[src/serial_bus_pkg.sv]
// serial bus package with bus widths, split threshold and FSM state encodings
`default_nettype none

package serial_bus_pkg;

	// address width, top bit picks the slave
	localparam int ADDR_W = 12;
	localparam int DATA_W = 8;

	// smallest response delay that frees the bus during the wait
	localparam int SPLIT_MIN = 5;
	// delay counter width, delays up to 15
	localparam int DELAY_W = 4;

	typedef enum logic [1:0] {
		slave_idle,
		slave_wait,
		slave_resp
	} slave_state_t;

	typedef enum logic [2:0] {
		m_idle,
		m_req,
		m_addr,
		m_wait,
		m_rx
	} master_state_t;

endpackage

`default_nettype wire

[src/slave_rx.sv]
// slave receiver, shifts in serial address and parallel-line write data after a strobe
`timescale 1ns/1ps
`default_nettype none

module slave_rx
	import serial_bus_pkg::*;
(
	input wire clk,
	input wire rst_n,
	input wire master_valid,
	input wire read_en,
	input wire write_en,
	input wire rx_address,
	input wire rx_data,
	output logic rx_done,
	output logic rx_read,
	output logic [ADDR_W-1:0] address,
	output logic [DATA_W-1:0] data,
	output logic ready
);

	logic active;
	logic dir_read;
	logic [3:0] bit_cnt;

	// busy from the cycle after the strobe through the done pulse
	assign ready = ~(active | rx_done);

	always_ff @(posedge clk)
	begin
		if (!rst_n)
		begin
			active <= 1'b0;
			dir_read <= 1'b0;
			bit_cnt <= '0;
			rx_done <= 1'b0;
			rx_read <= 1'b0;
		end
		else
		begin
			// done and direction are single-cycle pulses
			rx_done <= 1'b0;
			rx_read <= 1'b0;
			if (!active)
			begin
				if (master_valid && (read_en || write_en))
				begin
					active <= 1'b1;
					dir_read <= read_en;
					bit_cnt <= '0;
				end
			end
			else if (master_valid)
			begin
				bit_cnt <= bit_cnt + 4'd1;
				// last address bit, report one cycle later
				if (bit_cnt == 4'(ADDR_W - 1))
				begin
					active <= 1'b0;
					rx_done <= 1'b1;
					rx_read <= dir_read;
				end
			end
		end
	end

	// msb first shift, data only during the first byte of cycles
	always_ff @(posedge clk)
	begin
		if (active && master_valid)
		begin
			address <= {address[ADDR_W-2:0], rx_address};
			if (bit_cnt < 4'(DATA_W))
				data <= {data[DATA_W-2:0], rx_data};
		end
	end

endmodule

`default_nettype wire

[src/slave_tx.sv]
// slave transmitter, sends a read byte msb first while the master is ready
`timescale 1ns/1ps
`default_nettype none

module slave_tx
	import serial_bus_pkg::*;
(
	input wire clk,
	input wire rst_n,
	input wire load,
	input wire master_ready,
	input wire [DATA_W-1:0] datain,
	output logic tx_data,
	output logic tx_done,
	output logic ready
);

	localparam int CNT_W = $clog2(DATA_W);

	logic [DATA_W-1:0] shreg;
	logic [CNT_W-1:0] bit_cnt;
	logic pending;
	logic shift;

	// back-pressure just stalls the shift
	assign shift = pending & master_ready;
	assign tx_data = shreg[DATA_W-1];
	// done comes with the last bit on the line
	assign tx_done = shift & (bit_cnt == CNT_W'(DATA_W - 1));
	assign ready = ~pending;

	always_ff @(posedge clk)
	begin
		if (!rst_n)
		begin
			pending <= 1'b0;
			bit_cnt <= '0;
		end
		else if (load)
		begin
			pending <= 1'b1;
			bit_cnt <= '0;
		end
		else if (shift)
		begin
			bit_cnt <= bit_cnt + 1'b1;
			if (tx_done)
				pending <= 1'b0;
		end
	end

	always_ff @(posedge clk)
	begin
		if (load)
			shreg <= datain;
		else if (shift)
			shreg <= shreg << 1;
	end

endmodule

`default_nettype wire

[src/slave_port.sv]
// slave port, receives a transfer, accesses local memory and answers reads after a delay
`timescale 1ns/1ps
`default_nettype none

module slave_port
	import serial_bus_pkg::*;
#(
	parameter int SLAVE_DELAY = 2
) (
	input wire clk,
	input wire rst_n,
	input wire read_en,
	input wire write_en,
	input wire master_valid,
	input wire master_ready,
	input wire rx_address,
	input wire rx_data,
	output logic slave_valid,
	output logic slave_ready,
	output logic tx_data,
	output logic tx_done,
	output logic split_en,
	output logic [ADDR_W-1:0] mem_addr,
	output logic [DATA_W-1:0] mem_wdata,
	output logic mem_we,
	input wire [DATA_W-1:0] mem_rdata
);

	slave_state_t state;
	logic [DELAY_W-1:0] delay_cnt;
	logic rx_done;
	logic rx_read;
	logic rx_ready;
	logic tx_ready;
	logic tx_load;

	slave_rx u_rx (
		.clk(clk), .rst_n(rst_n),
		.master_valid(master_valid), .read_en(read_en), .write_en(write_en),
		.rx_address(rx_address), .rx_data(rx_data),
		.rx_done(rx_done), .rx_read(rx_read),
		.address(mem_addr), .data(mem_wdata), .ready(rx_ready)
	);

	slave_tx u_tx (
		.clk(clk), .rst_n(rst_n),
		.load(tx_load), .master_ready(master_ready), .datain(mem_rdata),
		.tx_data(tx_data), .tx_done(tx_done), .ready(tx_ready)
	);

	// write lands on the done pulse, address and data still held
	assign mem_we = rx_done & ~rx_read;
	// last wait cycle, memory read is combinational so load here
	assign tx_load = (state == slave_wait) && (delay_cnt == DELAY_W'(SLAVE_DELAY - 1));
	assign slave_valid = (state == slave_resp);
	// long delays let the arbiter hand the bus to the other master
	assign split_en = (state == slave_wait) && (SLAVE_DELAY >= SPLIT_MIN);
	assign slave_ready = rx_ready & tx_ready & (state == slave_idle);

	always_ff @(posedge clk)
	begin
		if (!rst_n)
		begin
			state <= slave_idle;
			delay_cnt <= '0;
		end
		else
		begin
			case (state)
				slave_idle:
				begin
					if (rx_done && rx_read)
					begin
						state <= slave_wait;
						delay_cnt <= '0;
					end
				end
				slave_wait:
				begin
					if (tx_load)
						state <= slave_resp;
					else
						delay_cnt <= delay_cnt + 1'b1;
				end
				slave_resp:
				begin
					// valid drops the cycle after the last bit
					if (tx_done)
						state <= slave_idle;
				end
				default: state <= slave_idle;
			endcase
		end
	end

endmodule

`default_nettype wire

[src/slave_mem.sv]
// slave memory, synchronous write and asynchronous read of a small byte array
`timescale 1ns/1ps
`default_nettype none

module slave_mem
	import serial_bus_pkg::*;
#(
	parameter int MEM_AW = 6
) (
	input wire clk,
	input wire mem_we,
	input wire [ADDR_W-1:0] mem_addr,
	input wire [DATA_W-1:0] mem_wdata,
	output logic [DATA_W-1:0] mem_rdata
);

	logic [DATA_W-1:0] mem [2**MEM_AW];

	// only the low address bits index the array
	always_ff @(posedge clk)
	begin
		if (mem_we)
			mem[mem_addr[MEM_AW-1:0]] <= mem_wdata;
	end

	assign mem_rdata = mem[mem_addr[MEM_AW-1:0]];

endmodule

`default_nettype wire

[src/master_port.sv]
// master port, requests the bus, serializes a command and collects the read reply
`timescale 1ns/1ps
`default_nettype none

module master_port
	import serial_bus_pkg::*;
(
	input wire clk,
	input wire rst_n,
	input wire cmd_start,
	input wire cmd_write,
	input wire [ADDR_W-1:0] cmd_addr,
	input wire [DATA_W-1:0] cmd_wdata,
	output logic busy,
	output logic [DATA_W-1:0] rdata,
	output logic rdata_valid,
	output logic req,
	output logic sel,
	output logic read_en,
	output logic write_en,
	output logic master_valid,
	output logic addr_bit,
	output logic data_bit,
	output logic master_ready,
	input wire gnt,
	input wire ready,
	input wire slave_valid,
	input wire tx_bit,
	input wire tx_done
);

	master_state_t state;
	logic wr;
	// final busy cycle of a transaction
	logic done;
	logic launch;
	logic [3:0] bit_cnt;
	logic [ADDR_W-1:0] addr_sh;
	logic [DATA_W-1:0] data_sh;

	// strobe on the first cycle with grant and slave ready
	assign launch = (state == m_req) && gnt && ready;
	assign busy = (state != m_idle);
	assign req = (state == m_req) || (state == m_addr);
	assign read_en = launch & ~wr;
	assign write_en = launch & wr;
	assign master_valid = launch || (state == m_addr);
	assign addr_bit = addr_sh[ADDR_W-1];
	assign data_bit = data_sh[DATA_W-1];
	assign master_ready = (state == m_rx) && !done;

	always_ff @(posedge clk)
	begin
		if (!rst_n)
		begin
			state <= m_idle;
			wr <= 1'b0;
			sel <= 1'b0;
			done <= 1'b0;
			bit_cnt <= '0;
			rdata_valid <= 1'b0;
		end
		else
		begin
			rdata_valid <= 1'b0;
			case (state)
				m_idle:
				begin
					// new commands only while idle
					if (cmd_start)
					begin
						state <= m_req;
						wr <= cmd_write;
						sel <= cmd_addr[ADDR_W-1];
					end
				end
				m_req:
				begin
					if (launch)
					begin
						state <= m_addr;
						bit_cnt <= '0;
					end
				end
				m_addr:
				begin
					bit_cnt <= bit_cnt + 4'd1;
					if (bit_cnt == 4'(ADDR_W - 1))
					begin
						state <= m_wait;
						// a write is finished here
						done <= wr;
					end
				end
				m_wait:
				begin
					// split or not, a read just waits for valid
					if (done)
					begin
						state <= m_idle;
						done <= 1'b0;
					end
					else if (slave_valid)
						state <= m_rx;
				end
				m_rx:
				begin
					if (done)
					begin
						state <= m_idle;
						done <= 1'b0;
					end
					else if (tx_done)
					begin
						done <= 1'b1;
						rdata_valid <= 1'b1;
					end
				end
				default: state <= m_idle;
			endcase
		end
	end

	always_ff @(posedge clk)
	begin
		if (state == m_idle && cmd_start)
		begin
			addr_sh <= cmd_addr;
			data_sh <= cmd_wdata;
		end
		else if (state == m_addr)
		begin
			addr_sh <= addr_sh << 1;
			data_sh <= data_sh << 1;
		end
		// reply bits arrive msb first
		if (master_ready)
			rdata <= {rdata[DATA_W-2:0], tx_bit};
	end

endmodule

`default_nettype wire

[src/bus_arbiter.sv]
// bus arbiter, round-robin grant of the request lines and response steering per slave
`timescale 1ns/1ps
`default_nettype none

module bus_arbiter (
	input wire clk,
	input wire rst_n,
	input wire m0_req, m0_sel, m0_read_en, m0_write_en,
	input wire m0_master_valid, m0_addr_bit, m0_data_bit, m0_master_ready,
	input wire m1_req, m1_sel, m1_read_en, m1_write_en,
	input wire m1_master_valid, m1_addr_bit, m1_data_bit, m1_master_ready,
	input wire s0_slave_valid, s0_slave_ready, s0_tx_data, s0_tx_done, s0_split_en,
	input wire s1_slave_valid, s1_slave_ready, s1_tx_data, s1_tx_done, s1_split_en,
	output logic m0_gnt, m0_ready, m0_slave_valid, m0_tx_bit, m0_tx_done,
	output logic m1_gnt, m1_ready, m1_slave_valid, m1_tx_bit, m1_tx_done,
	output logic s0_read_en, s0_write_en, s0_master_valid, s0_master_ready,
	output logic s1_read_en, s1_write_en, s1_master_valid, s1_master_ready,
	output logic rx_address,
	output logic rx_data
);

	logic bus_held;
	// current or most recent grant holder
	logic owner;
	logic hold;
	logic pick;
	logic own_sel, own_read, own_write, own_valid;
	// which master each slave answers
	logic [1:0] slave_owner;

	// granted master onto the shared request lines
	assign own_sel = owner ? m1_sel : m0_sel;
	assign own_read = bus_held & (owner ? m1_read_en : m0_read_en);
	assign own_write = bus_held & (owner ? m1_write_en : m0_write_en);
	assign own_valid = bus_held & (owner ? m1_master_valid : m0_master_valid);
	assign rx_address = owner ? m1_addr_bit : m0_addr_bit;
	assign rx_data = owner ? m1_data_bit : m0_data_bit;

	// strobes only reach the selected slave
	assign s0_read_en = own_read & ~own_sel;
	assign s1_read_en = own_read & own_sel;
	assign s0_write_en = own_write & ~own_sel;
	assign s1_write_en = own_write & own_sel;
	assign s0_master_valid = own_valid & ~own_sel;
	assign s1_master_valid = own_valid & own_sel;

	assign m0_gnt = bus_held & ~owner;
	assign m1_gnt = bus_held & owner;

	// keep the bus while requesting, or while the target is busy and not splitting
	assign hold = (owner ? m1_req : m0_req)
		| (own_sel ? (~s1_slave_ready & ~s1_split_en) : (~s0_slave_ready & ~s0_split_en));
	// on a tie the master not granted last wins
	assign pick = (m0_req & m1_req) ? ~owner : m1_req;

	always_ff @(posedge clk)
	begin
		if (!rst_n)
		begin
			bus_held <= 1'b0;
			// master 0 wins the first tie
			owner <= 1'b1;
			slave_owner <= '0;
		end
		else
		begin
			if (!(bus_held && hold))
			begin
				bus_held <= m0_req | m1_req;
				if (m0_req | m1_req)
					owner <= pick;
			end
			// owner recorded at the strobe
			if (own_read | own_write)
				slave_owner[own_sel] <= owner;
		end
	end

	// responses go back to the recorded owner only
	assign m0_ready = m0_sel ? s1_slave_ready : s0_slave_ready;
	assign m1_ready = m1_sel ? s1_slave_ready : s0_slave_ready;
	assign m0_tx_bit = m0_sel ? s1_tx_data : s0_tx_data;
	assign m1_tx_bit = m1_sel ? s1_tx_data : s0_tx_data;
	assign m0_slave_valid = m0_sel ? (s1_slave_valid & ~slave_owner[1])
		: (s0_slave_valid & ~slave_owner[0]);
	assign m1_slave_valid = m1_sel ? (s1_slave_valid & slave_owner[1])
		: (s0_slave_valid & slave_owner[0]);
	assign m0_tx_done = m0_sel ? (s1_tx_done & ~slave_owner[1]) : (s0_tx_done & ~slave_owner[0]);
	assign m1_tx_done = m1_sel ? (s1_tx_done & slave_owner[1]) : (s0_tx_done & slave_owner[0]);
	assign s0_master_ready = slave_owner[0] ? m1_master_ready : m0_master_ready;
	assign s1_master_ready = slave_owner[1] ? m1_master_ready : m0_master_ready;

endmodule

`default_nettype wire

[src/serial_bus_top.sv]
// serial bus top, two masters and two memory-backed slaves behind one arbiter
`timescale 1ns/1ps
`default_nettype none

module serial_bus_top
	import serial_bus_pkg::*;
#(
	parameter int SLAVE_DELAY_0 = 2,
	parameter int SLAVE_DELAY_1 = 8,
	parameter int MEM_AW = 6
) (
	input wire clk,
	input wire rst_n,
	input wire cmd_start_0,
	input wire cmd_write_0,
	input wire [ADDR_W-1:0] cmd_addr_0,
	input wire [DATA_W-1:0] cmd_wdata_0,
	output wire busy_0,
	output wire [DATA_W-1:0] rdata_0,
	output wire rdata_valid_0,
	input wire cmd_start_1,
	input wire cmd_write_1,
	input wire [ADDR_W-1:0] cmd_addr_1,
	input wire [DATA_W-1:0] cmd_wdata_1,
	output wire busy_1,
	output wire [DATA_W-1:0] rdata_1,
	output wire rdata_valid_1
);

	// master side of the arbiter
	wire m0_req, m0_sel, m0_read_en, m0_write_en, m0_master_valid;
	wire m0_addr_bit, m0_data_bit, m0_master_ready;
	wire m0_gnt, m0_ready, m0_slave_valid, m0_tx_bit, m0_tx_done;
	wire m1_req, m1_sel, m1_read_en, m1_write_en, m1_master_valid;
	wire m1_addr_bit, m1_data_bit, m1_master_ready;
	wire m1_gnt, m1_ready, m1_slave_valid, m1_tx_bit, m1_tx_done;
	// slave side, address and data lines shared
	wire rx_address, rx_data;
	wire s0_read_en, s0_write_en, s0_master_valid, s0_master_ready;
	wire s0_slave_valid, s0_slave_ready, s0_tx_data, s0_tx_done, s0_split_en;
	wire s1_read_en, s1_write_en, s1_master_valid, s1_master_ready;
	wire s1_slave_valid, s1_slave_ready, s1_tx_data, s1_tx_done, s1_split_en;
	// memory buses
	wire [ADDR_W-1:0] s0_mem_addr, s1_mem_addr;
	wire [DATA_W-1:0] s0_mem_wdata, s1_mem_wdata, s0_mem_rdata, s1_mem_rdata;
	wire s0_mem_we, s1_mem_we;

	master_port u_master_0 (
		.clk(clk), .rst_n(rst_n), .cmd_start(cmd_start_0), .cmd_write(cmd_write_0),
		.cmd_addr(cmd_addr_0), .cmd_wdata(cmd_wdata_0),
		.busy(busy_0), .rdata(rdata_0), .rdata_valid(rdata_valid_0),
		.req(m0_req), .sel(m0_sel), .read_en(m0_read_en), .write_en(m0_write_en),
		.master_valid(m0_master_valid), .addr_bit(m0_addr_bit), .data_bit(m0_data_bit),
		.master_ready(m0_master_ready), .gnt(m0_gnt), .ready(m0_ready),
		.slave_valid(m0_slave_valid), .tx_bit(m0_tx_bit), .tx_done(m0_tx_done)
	);

	master_port u_master_1 (
		.clk(clk), .rst_n(rst_n), .cmd_start(cmd_start_1), .cmd_write(cmd_write_1),
		.cmd_addr(cmd_addr_1), .cmd_wdata(cmd_wdata_1),
		.busy(busy_1), .rdata(rdata_1), .rdata_valid(rdata_valid_1),
		.req(m1_req), .sel(m1_sel), .read_en(m1_read_en), .write_en(m1_write_en),
		.master_valid(m1_master_valid), .addr_bit(m1_addr_bit), .data_bit(m1_data_bit),
		.master_ready(m1_master_ready), .gnt(m1_gnt), .ready(m1_ready),
		.slave_valid(m1_slave_valid), .tx_bit(m1_tx_bit), .tx_done(m1_tx_done)
	);

	bus_arbiter u_arbiter (
		.clk(clk), .rst_n(rst_n),
		.m0_req(m0_req), .m0_sel(m0_sel), .m0_read_en(m0_read_en),
		.m0_write_en(m0_write_en), .m0_master_valid(m0_master_valid),
		.m0_addr_bit(m0_addr_bit), .m0_data_bit(m0_data_bit),
		.m0_master_ready(m0_master_ready),
		.m1_req(m1_req), .m1_sel(m1_sel), .m1_read_en(m1_read_en),
		.m1_write_en(m1_write_en), .m1_master_valid(m1_master_valid),
		.m1_addr_bit(m1_addr_bit), .m1_data_bit(m1_data_bit),
		.m1_master_ready(m1_master_ready),
		.s0_slave_valid(s0_slave_valid), .s0_slave_ready(s0_slave_ready),
		.s0_tx_data(s0_tx_data), .s0_tx_done(s0_tx_done), .s0_split_en(s0_split_en),
		.s1_slave_valid(s1_slave_valid), .s1_slave_ready(s1_slave_ready),
		.s1_tx_data(s1_tx_data), .s1_tx_done(s1_tx_done), .s1_split_en(s1_split_en),
		.m0_gnt(m0_gnt), .m0_ready(m0_ready), .m0_slave_valid(m0_slave_valid),
		.m0_tx_bit(m0_tx_bit), .m0_tx_done(m0_tx_done),
		.m1_gnt(m1_gnt), .m1_ready(m1_ready), .m1_slave_valid(m1_slave_valid),
		.m1_tx_bit(m1_tx_bit), .m1_tx_done(m1_tx_done),
		.s0_read_en(s0_read_en), .s0_write_en(s0_write_en),
		.s0_master_valid(s0_master_valid), .s0_master_ready(s0_master_ready),
		.s1_read_en(s1_read_en), .s1_write_en(s1_write_en),
		.s1_master_valid(s1_master_valid), .s1_master_ready(s1_master_ready),
		.rx_address(rx_address), .rx_data(rx_data)
	);

	slave_port #(.SLAVE_DELAY(SLAVE_DELAY_0)) u_slave_0 (
		.clk(clk), .rst_n(rst_n), .read_en(s0_read_en), .write_en(s0_write_en),
		.master_valid(s0_master_valid), .master_ready(s0_master_ready),
		.rx_address(rx_address), .rx_data(rx_data),
		.slave_valid(s0_slave_valid), .slave_ready(s0_slave_ready), .tx_data(s0_tx_data),
		.tx_done(s0_tx_done), .split_en(s0_split_en),
		.mem_addr(s0_mem_addr), .mem_wdata(s0_mem_wdata), .mem_we(s0_mem_we),
		.mem_rdata(s0_mem_rdata)
	);

	slave_port #(.SLAVE_DELAY(SLAVE_DELAY_1)) u_slave_1 (
		.clk(clk), .rst_n(rst_n), .read_en(s1_read_en), .write_en(s1_write_en),
		.master_valid(s1_master_valid), .master_ready(s1_master_ready),
		.rx_address(rx_address), .rx_data(rx_data),
		.slave_valid(s1_slave_valid), .slave_ready(s1_slave_ready), .tx_data(s1_tx_data),
		.tx_done(s1_tx_done), .split_en(s1_split_en),
		.mem_addr(s1_mem_addr), .mem_wdata(s1_mem_wdata), .mem_we(s1_mem_we),
		.mem_rdata(s1_mem_rdata)
	);

	slave_mem #(.MEM_AW(MEM_AW)) u_mem_0 (
		.clk(clk), .mem_we(s0_mem_we), .mem_addr(s0_mem_addr),
		.mem_wdata(s0_mem_wdata), .mem_rdata(s0_mem_rdata)
	);

	slave_mem #(.MEM_AW(MEM_AW)) u_mem_1 (
		.clk(clk), .mem_we(s1_mem_we), .mem_addr(s1_mem_addr),
		.mem_wdata(s1_mem_wdata), .mem_rdata(s1_mem_rdata)
	);

endmodule

`default_nettype wire

[config.mk]
export PLATFORM = sky130hd
export DESIGN_NAME = serial_bus_top
export DESIGN_NICKNAME = d
export VERILOG_FILES = /design/src/serial_bus_pkg.sv /design/src/slave_rx.sv /design/src/slave_tx.sv /design/src/slave_port.sv /design/src/slave_mem.sv /design/src/master_port.sv /design/src/bus_arbiter.sv /design/src/serial_bus_top.sv
export SDC_FILE = /design/constraint.sdc
export NUM_CORES = 1
export LEC_CHECK = 0
export BUFFER_PORTS_ARGS = -buffer_cell sky130_fd_sc_hd__buf_2
export CORE_ASPECT_RATIO = 0.8
export CORE_MARGIN = 2
export CORE_UTILIZATION = 55
export CTS_CLUSTER_DIAMETER = 150
export DETAILED_ROUTE_END_ITERATION = 10
export GPL_TIMING_DRIVEN = 0
export PLACE_DENSITY_LB_ADDON = 0.1
export SYNTH_ARGS = -nofsm -noshare
export SYNTH_HDL_FRONTEND = slang
export SYNTH_SLANG_ARGS = --single-unit
[constraint.sdc]
create_clock -name clk -period 2.22 [get_ports clk]
set_input_delay 0.222 -clock clk [delete_from_list [all_inputs] [get_ports clk]]
set_output_delay 0.222 -clock clk [all_outputs]
set_load 0.01 [all_outputs]
# Yosys cells after proc, flatten, opt, wreduce, memory -nomap -nowiden
# Memory sizes are Yosys's and may differ from the RTL's. A register that Yosys moved wholly into a read port is not among the register bits.
# Index checks and enable logic that the tools add are counted.
# classes
order_cmp	4
n_shift	0
div	0
bitwise	59
n_addsub	8
n_mux	102
n_mul	0
n_reduce_logical	75
n_eq_ne	40
# op_table
operator	count
8-bit two-way mux	8
12-bit two-way mux	4
4-bit two-way mux	12
1-bit two-way mux	46
3-bit two-way mux	12
1-bit AND	35
2-bit AND reduction	17
4-bit one-hot mux with 2 select lines	4
3-bit one-hot mux with 5 select lines	2
4-bit by 1-bit adder with 4-bit output, second input constant	6
2-bit != test, second input constant	12
2-bit nonzero test	12
1-bit NOT	19
1-bit logical AND	18
3-bit AND reduction	6
4-bit == test, second input constant	4
3-bit by 2-bit == test with 1-bit output, second input constant	4
3-bit == test, second input constant	4
2-bit two-way mux	6
6-bit two-way mux	2
2-bit by 1-bit != test with 1-bit output, second input constant	6
2-bit one-hot mux with 3 select lines	2
3-bit nonzero test	4
5-bit AND reduction	2
20 further kinds	41
# totals
mem_bits_rw	1024
ff_bits	162
romBits	0
memories	2
inputBits	46
latch_bits	0
word_cells	335
# memory_table
name	words	word_bits	read_ports	rd_clocked_by_memory_dff	write_ports	line	source
u_mem_0.mem	64	8	1	1	1	slave_mem.sv:17	logic [DATA_W-1:0] mem [2**MEM_AW];
u_mem_1.mem	64	8	1	1	1	slave_mem.sv:17	

# Longest topological paths before layout
# Gate-level depths: netlist of run 1.
# depth
depth_word	14
mapped_depth	10

# Modules after synthesis
# Synthesis of run 1 repeated with hierarchy kept, for this count alone.
# unflattened
cells_unflattened	3006
area_unflattened_um2	47884.7
# modules_own_cells
mod	n_inst	seq_area_each_um2	cells_per_inst	area_each_um2
slave_mem (u_mem_1)	1	15374.7	1163	20289.5
slave_mem (u_mem_0)	1	15374.7	1162	19842.8
master_port	2	1061.0	170	1722.9
slave_tx	2	320.3	40	590.6
slave_rx (u_slave_1.u_rx)	1	760.7	60	953.4
slave_rx (u_slave_0.u_rx)	1	760.7	62	952.2
bus_arbiter	1	80.1	60	510.5
slave_port (u_slave_0)	1	120.1	45	389.1
slave_port (u_slave_1)	1	120.1	34	320.3

# Least setup slack after synthesis of run 1
# No wires, ideal clock.
# synth_path
path_type	register -> register
startpoint	register (tool-made name)
endpoint	register u_slave_1.u_tx.shreg[6] (data pin)
period_less_slack_ns	2.424
setup_slack_ns	-0.204
t_required_ns	1.959
arrival_time_ns	2.163
setup_ns	0.261
path_buffers	2
stages_incl_launch_ff	8
path_cell_list	dfxtp_1 -> buf_2 -> buf_2 -> mux4_2 -> mux2_2 -> nand2_1 -> nand3_1 -> a221o_1
# synth_lines
item	line	source
end signal, assigned	slave_tx.sv:55	shreg <= datain;
end signal, assigned	slave_tx.sv:57	shreg <= shreg << 1;
end, declared	slave_tx.sv:20	logic [DATA_W-1:0] shreg;

==> metrics, run 1 <==
outcome=finished with violations; violated checks=negative setup slack; delay of the slowest critical-path stage=510 ps; CP top delay family=compound AO/OA/AOI/OAI gates; IO Pins=66; antenna viol nets, final=0; fin nets=2,876; final design area excluding fillers=56,800 um2; leakage component of the power=18.4 nW; switching share of power=20.7%; internal power of the cells=36.4 mW; number of buffers created by CTS=114; Clk pwr share=41.3%; fraction of the core area covered by cells at the end of the flow=67.5%; share of total power in combinational logic=4.0%; Setup CP Type=reg -> reg; switching power=9.47 mW; required arrival time at the worst endpoint=2650 ps; Setup TNS Final=-5560 ps; Setup Skew=27.0 ps; number of filler instances in the final layout=5,356; Final Max Slew Viols=0; count of cell types in the netlist=63; Reg clk slew, reported paths=60 ps; clock root buffer master=sky130_fd_sc_hd__clkbuf_16; number of hold violations in the final report=0; CTS H-tree depth=3; share of the yosys chip area belonging to registers=75.3%; aggregate routed wire length=115,000 um; global-route total usage across every layer=26.2%; area used by sequential logic in the layout=35,300 um2; DRC violations left=0; Buffers & Inverters on Critical Path=4; area occupied by multi-input gates=12,700 um2; final critical-path required period=2660 ps; Slew @ Worst Pin=1040 ps; violation count after the first detailed-routing iteration=3,101; area added between synthesis and finish=21.3%; Peak Freq=376 MHz; aggregate global routing overflow=0; most common flop cell mapped by yosys=sky130_fd_sc_hd__edfxtp_1; PwrDens=807 nW/um2; Post-Synthesis Mean Instance Area=18.9 um2; detailed-route vias per instance=6.30; via count of the first global-routing pass=24,800; IO Port Bufs=65; crit-path max FO=4; starting utilization of the core area=55.6%; async set-reset flop share out of synthesis=0%; portion of the clock cycle consumed by the worst path in the final layout=120%; critical path capture point type=register; total placed instance area=49,400 um2; CP Launch Type=register; master of the slowest instance on the critical path=sky130_fd_sc_hd__mux4_2; number of failing setup endpoints in the final timing report=16; DIE AREA=87,500 um2; peak ir drop on the vdd network=0.814 mV; routability-driven placement congestion ratio=0.894; antenna violations before repair=1; final worst-path setup slack=-442 ps; synthesized instance count=2,481; final-layout worst hold slack=337 ps; Final HPWL DP=76,600 um; maximum capacitance violations=0; number of clock sinks seen by CTS=1,198; remaining max-slew budget at the tightest pin=30.6%; row count=95; 1st-pass router iterations=5; overall die height=265 um; fraction of layout instances using a drive strength above 1=34.0%; sequential group share of total power=54.6%; Worst-Skew Late Latency=690 ps; post-detailed-route wirelength per cell=28.5 um; number of synthesized register bits=1,198; number of enable-type register cells in the synthesized netlist=1,124; yosys warns=0; pin count of the biggest net entering global routing=38; unrepaired setup endpoints after global routing=true; data arrival at the endpoint of the critical path=3100 ps; TritonCTS clock tree=built; first-pass GRT wire length=165,000 um; area inside the core boundary=84,200 um2; floorplan die width=330 um; worst min-delay path category=in -> reg; cells traversed along the worst timing path=buf_6 -> buf_12 -> buf_12 -> buf_6 -> mux4_2 -> mux2i_2 -> nor2_2 -> a221oi_2 -> o221ai_2 -> a221o_1; buffer depth of the longest clock path=3; count of vias placed by the detailed router=25,400; syn nets=2,538; Post-Syn Area=46,800 um2
[worst register-to-register path: cells and delay by family (launching register included)]
kind | cells | cell delay, ps
muxes | 2 | 700
and+or+nand+nor | 1 | 100
AOI/OAI and AO/OA | 3 | 830
buffers and inverters | 4 | 460
DFF | 1 | 320
[sequential cells by signal, indices dropped and copies added (netlist names), 6 cells and up, named ones only]
signal / flops
u_slave_0.u_rx.address: 6
u_slave_1.u_rx.address: 6
u_master_0.data_sh: 8
u_slave_0.u_tx.shreg: 8
u_mem_1.mem: 512
u_master_0.addr_sh: 12
u_master_1.rdata: 8
u_master_1.addr_sh: 12
u_mem_0.mem: 512
u_slave_0.u_rx.data: 8
u_master_1.data_sh: 8
u_slave_1.u_rx.data: 8
u_slave_1.u_tx.shreg: 8
u_master_0.rdata: 8
[metrics by stage]
step	total power [mW]	setup slack (ps)	cells
global route	47.1	-493	4026
floorplan	26.5	-67.9	2481
CTS	45.8	-492	3984
detailed placement	27.0	-1450	3692
global placement	27.0	-1380	3661
finish	45.8	-442	4027
[per-layer routing]
layer  share of wire [%]  up-vias  wire, um  GRT usage, %
met3                  11      167     12500          8.55
li1                    -    10700         -             -
met2                  43     1218     49400          35.9
met5                   0        -         0             0
met4                 2.1        0      2430          6.13
met1                  44    13300     50300          41.1
[cell usage after synthesis (15+ instances only)]
| cell | count | area share (%) |
|---|---|---|
| sky130_fd_sc_hd__edfxtp_1 | 1124 | 72 |
| sky130_fd_sc_hd__mux4_2 | 259 | 12 |
| sky130_fd_sc_hd__nor2_1 | 228 | 1.8 |
| sky130_fd_sc_hd__nand2_1 | 210 | 1.7 |
| sky130_fd_sc_hd__mux2i_1 | 80 | 1.7 |
| sky130_fd_sc_hd__dfxtp_1 | 74 | 3.2 |
| sky130_fd_sc_hd__clkbuf_1 | 56 | 0.45 |
| sky130_fd_sc_hd__buf_2 | 44 | 0.47 |
| sky130_fd_sc_hd__a21oi_1 | 33 | 0.35 |
| sky130_fd_sc_hd__nand3_1 | 33 | 0.35 |
| sky130_fd_sc_hd__a221o_1 | 20 | 0.43 |
| sky130_fd_sc_hd__nor2b_1 | 19 | 0.25 |
| sky130_fd_sc_hd__o21ai_0 | 19 | 0.20 |
| sky130_fd_sc_hd__nor3_1 | 18 | 0.19 |
| sky130_fd_sc_hd__o22ai_1 | 18 | 0.24 |
| sky130_fd_sc_hd__and2_1 | 15 | 0.20 |
| sky130_fd_sc_hd__mux2_2 | 15 | 0.36 |
[worst paths after layout]
check / startpoint / to / slack, ps / cells past startpoint
worst max-delay path: register / u_slave_0.u_tx.shreg[4]$_DFFE_PP_ / -440 / 10
worst max register to register: register / u_slave_0.u_tx.shreg[4]$_DFFE_PP_ / -440 / 10
worst min-delay path: cmd_addr_1[7] / u_master_1.addr_sh[7]$_DFFE_PP_ / 340 / 4
worst min register to register: u_slave_1.u_rx.address[3]$_DFFE_PP_ / u_slave_1.u_rx.address[4]$_DFFE_PP_ / 460 / 0
[timing repair]
| action | in CTS | in global routing |
|---|---|---|
| gates resized for setup | 460 | 142 |
| endpoints found under the setup margin | 1157 | 985 |
| pin swaps | 25 | 41 |
| hold endpoints to repair | 50 | 0 |
| gates cloned | 3 | 2 |
| hold buffers | 49 | 0 |
| setup buffers | 39 | 53 |
[cell type report]
cell class	count	share of cell area [%]
Clock buffer	146	5.35
Clock inverter	62	0.980
Buffer	108	1.77
Tap cell	1115	2.46
Sequential cell	1198	62.1
Inverter	14	0.110
Multi-Input combinational cell	1143	22.4
Antenna cell	1	0.00441
Timing Repair Buffer	240	4.90
[logic make-up (layout without fill, tap and decap cells)]
logic type,after synthesis,in the layout,share of synthesized area [%]
flops,1198,1198,75.3
compound gates,165,165,2.53
mux,354,354,14.5
xor+xnor,9,9,0.168
buf+inv,140,570,1.43
fa+ha+maj,11,11,0.294
other cells,0,1,0
simple gates,604,604,5.78
[placed cells by master (no fill, tap or decap), drive strengths merged, types with 11 or more instances in the layout]
| master | Yosys | routed |
|---|---|---|
| nor2 | 228 | 228 |
| a211oi | 13 | 13 |
| nor3b | 11 | 11 |
| mux2i | 80 | 80 |
| and2 | 15 | 15 |
| a21oi | 33 | 33 |
| o22ai | 18 | 18 |
| clkinv | 1 | 48 |
| dfxtp | 74 | 74 |
| nand3 | 33 | 33 |
| inv | 13 | 13 |
| mux2 | 15 | 15 |
| edfxtp | 1124 | 1124 |
| a221o | 20 | 20 |
| o21ai | 23 | 23 |
| ha | 11 | 11 |
| nor3 | 18 | 18 |
| nand2b | 11 | 11 |
| nor2b | 19 | 19 |
| dlygate4sd3 | 0 | 49 |
| mux4 | 259 | 259 |
| nand2 | 210 | 210 |
| clkbuf | 56 | 185 |
| buf | 70 | 259 |
| nand3b | 11 | 11 |
[power groups by stage]
stage	combinational [mW]	sequential (mW)	clock (mW)
2_1_floorplan	1.10	25.4	0
3_3_place_gp	1.49	25.5	0
3_5_place_dp	1.55	25.5	0
4_1_cts	1.67	25.0	19.1
5_1_grt	2.01	25.1	20.0
6_report	1.84	25.0	19.0
Power figures use the tool's default switching activity.
==> run 2, diff against run 1 <==
CELL_PAD_IN_SITES_DETAIL_PLACEMENT = 0   (was not set)
CELL_PAD_IN_SITES_GLOBAL_PLACEMENT = 1   (was not set)
CORE_UTILIZATION = 50   (was 55)
==> metrics, run 2 (synthesized netlist as in run 1, its figures left out) <==
CTS H-tree depth=3; Slew @ Worst Pin=1220 ps; DIE AREA=96,100 um2; antenna viol nets, final=0; Total Power=47.0 mW; area used by sequential logic in the layout=35,300 um2; number of buffers created by CTS=118; buffer depth of the longest clock path=3; violated checks=negative setup slack; PwrDens=817 nW/um2; 1st-pass router iterations=5; count of vias placed by the detailed router=25,100; crit-path max FO=5; first-pass GRT wire length=169,000 um; required arrival time at the worst endpoint=2640 ps; fraction of layout instances using a drive strength above 1=35.2%; violation count after the first detailed-routing iteration=2,716; global-route total usage across every layer=24.3%; clock root buffer master=sky130_fd_sc_hd__clkbuf_16; IO Port Bufs=65; routability-driven placement congestion ratio=0.877; floorplan die width=346 um; Buffers & Inverters on Critical Path=3; unrepaired setup endpoints after global routing=true; TritonCTS clock tree=built; pin count of the biggest net entering global routing=37; Peak Freq=374 MHz; DRC violations left=0; post-detailed-route wirelength per cell=28.2 um; Final Max Slew Viols=0; antenna violations before repair=2; critical path capture point type=register; final worst-path setup slack=-452 ps; peak ir drop on the vdd network=0.811 mV; commonest cells after routing, fill and taps aside=sky130_fd_sc_hd__edfxtp_1 (1,124), sky130_fd_sc_hd__mux4_2 (259), sky130_fd_sc_hd__nand2_1 (189), sky130_fd_sc_hd__clkbuf_16 (125), sky130_fd_sc_hd__nor2_4 (122); final-layout worst hold slack=322 ps; Reg clk slew, reported paths=60 ps; data arrival at the endpoint of the critical path=3090 ps; Worst-Skew Late Latency=690 ps; worst min-delay path category=in -> reg; cells traversed along the worst timing path=buf_8 -> buf_12 -> buf_16 -> mux4_2 -> mux2i_1 -> nor2_1 -> a221oi_2 -> o221ai_4 -> a221o_1; Setup Skew=25.5 ps; maximum capacitance violations=0; Setup CP Type=reg -> reg; number of clock sinks seen by CTS=1,198; CP top delay family=compound AO/OA/AOI/OAI gates; detailed-route vias per instance=6.02; master of the slowest instance on the critical path=sky130_fd_sc_hd__mux4_2; number of failing setup endpoints in the final timing report=16; commonest non-fill, non-tap cell in the layout=sky130_fd_sc_hd__edfxtp_1; area added between synthesis and finish=22.9%; delay of the slowest critical-path stage=530 ps; number of hold violations in the final report=0; area inside the core boundary=93,000 um2; leakage component of the power=18.7 nW; portion of the clock cycle consumed by the worst path in the final layout=120%; overall die height=278 um; IO Pins=66; starting utilization of the core area=50.4%; remaining max-slew budget at the tightest pin=18.4%; Placed Instances=3,801; aggregate routed wire length=118,000 um; row count=100; outcome=finished with violations; number of filler instances in the final layout=6,470; CP Launch Type=register; area occupied by multi-input gates=12,700 um2; final critical-path required period=2670 ps; Final Instance Count excl. Fillers=4,175; Hold Startpoint=cmd_wdata_1[4]; Placement Setup Slack=-1500 ps; fin nets=2,903; aggregate global routing overflow=0; Final HPWL DP=79,200 um; via count of the first global-routing pass=25,100
[run 2: cell types whose count changed in the layout (fill, tap and decap cells not counted), sizes merged]
cell | before | now
buf | 259 | 276
bufbuf | 1 | 0
bufinv | 10 | 14
clkbuf | 185 | 203
clkinv | 48 | 47
clkinvlp | 5 | 4
dlygate4sd3 | 49 | 47
inv | 13 | 18
[run 2: worst paths after layout]
| check | to | slack [ps] | depth (start not counted) |
|---|---|---|---|
| hold reg to reg | u_master_0.rdata[5]$_DFFE_PN_ | 450 | 0 |
| setup / recovery | u_slave_0.u_tx.shreg[7]$_DFFE_PP_ | -450 | 9 |
| hold / removal | u_master_1.data_sh[4]$_DFFE_PP_ | 320 | 4 |
| setup reg to reg | u_slave_0.u_tx.shreg[7]$_DFFE_PP_ | -450 | 9 |
[run 2: where the power goes]
group | internal (mW) | switching, mW
clock | 11.8 | 8.39
combinational | 0.715 | 1.06
sequential | 24.9 | 0.200
[run 2: area by class of cell]
type	count	area share (%)
multi-input combinational	1143	22.1
clock inverter	69	1.20
antenna	1	0.00435
clock buffer	155	5.59
inverter	14	0.102
buffer	108	1.84
timing repair buffer	263	5.28
sequential	1198	61.3
tap	1224	2.66
[run 2: what timing repair did]
| action | CTS | global route |
|---|---|---|
| setup endpoints to repair | 1158 | 1096 |
| setup buffers | 47 | 67 |
| cloned | 2 | 4 |
| pin swaps | 30 | 52 |
| gates resized for setup | 443 | 182 |
| hold endpoints to repair | 49 | 0 |
| hold buffers | 47 | 0 |
[run 2: metal layers]
layer / wire, um / up-vias / GRT usage [%]
met1: 53100 / 13200 / 37.6
li1: - / 10700 / -
met5: 13 / - / 0
met2: 51100 / 1030 / 34.3
met4: 2280 / 2 / 5.17
met3: 11400 / 151 / 7.26
[run 2: worst register-to-register path, cell delays in order, from the launching register on]
cell and delay, ps:
sky130_fd_sc_hd__dfxtp_2 330, sky130_fd_sc_hd__buf_8 140, sky130_fd_sc_hd__buf_12 130, sky130_fd_sc_hd__buf_16 120
sky130_fd_sc_hd__mux4_2 540, sky130_fd_sc_hd__mux2i_1 180, sky130_fd_sc_hd__nor2_1 70, sky130_fd_sc_hd__a221oi_2 290
sky130_fd_sc_hd__o221ai_4 220, sky130_fd_sc_hd__a221o_1 390
[run 2: through the flow]
step | cell area, um2 | util, % | setup TNS, ps
4_1_cts | 55900 | 60.2 | -164620
6_report | 57500 | 61.9 | -5480
3_5_place_dp | 49500 | 53.3 | -383220
3_3_place_gp | 48700 | 52.4 | -455580
2_1_floorplan | 46900 | - | -155
5_1_grt | 57500 | 61.9 | -8470
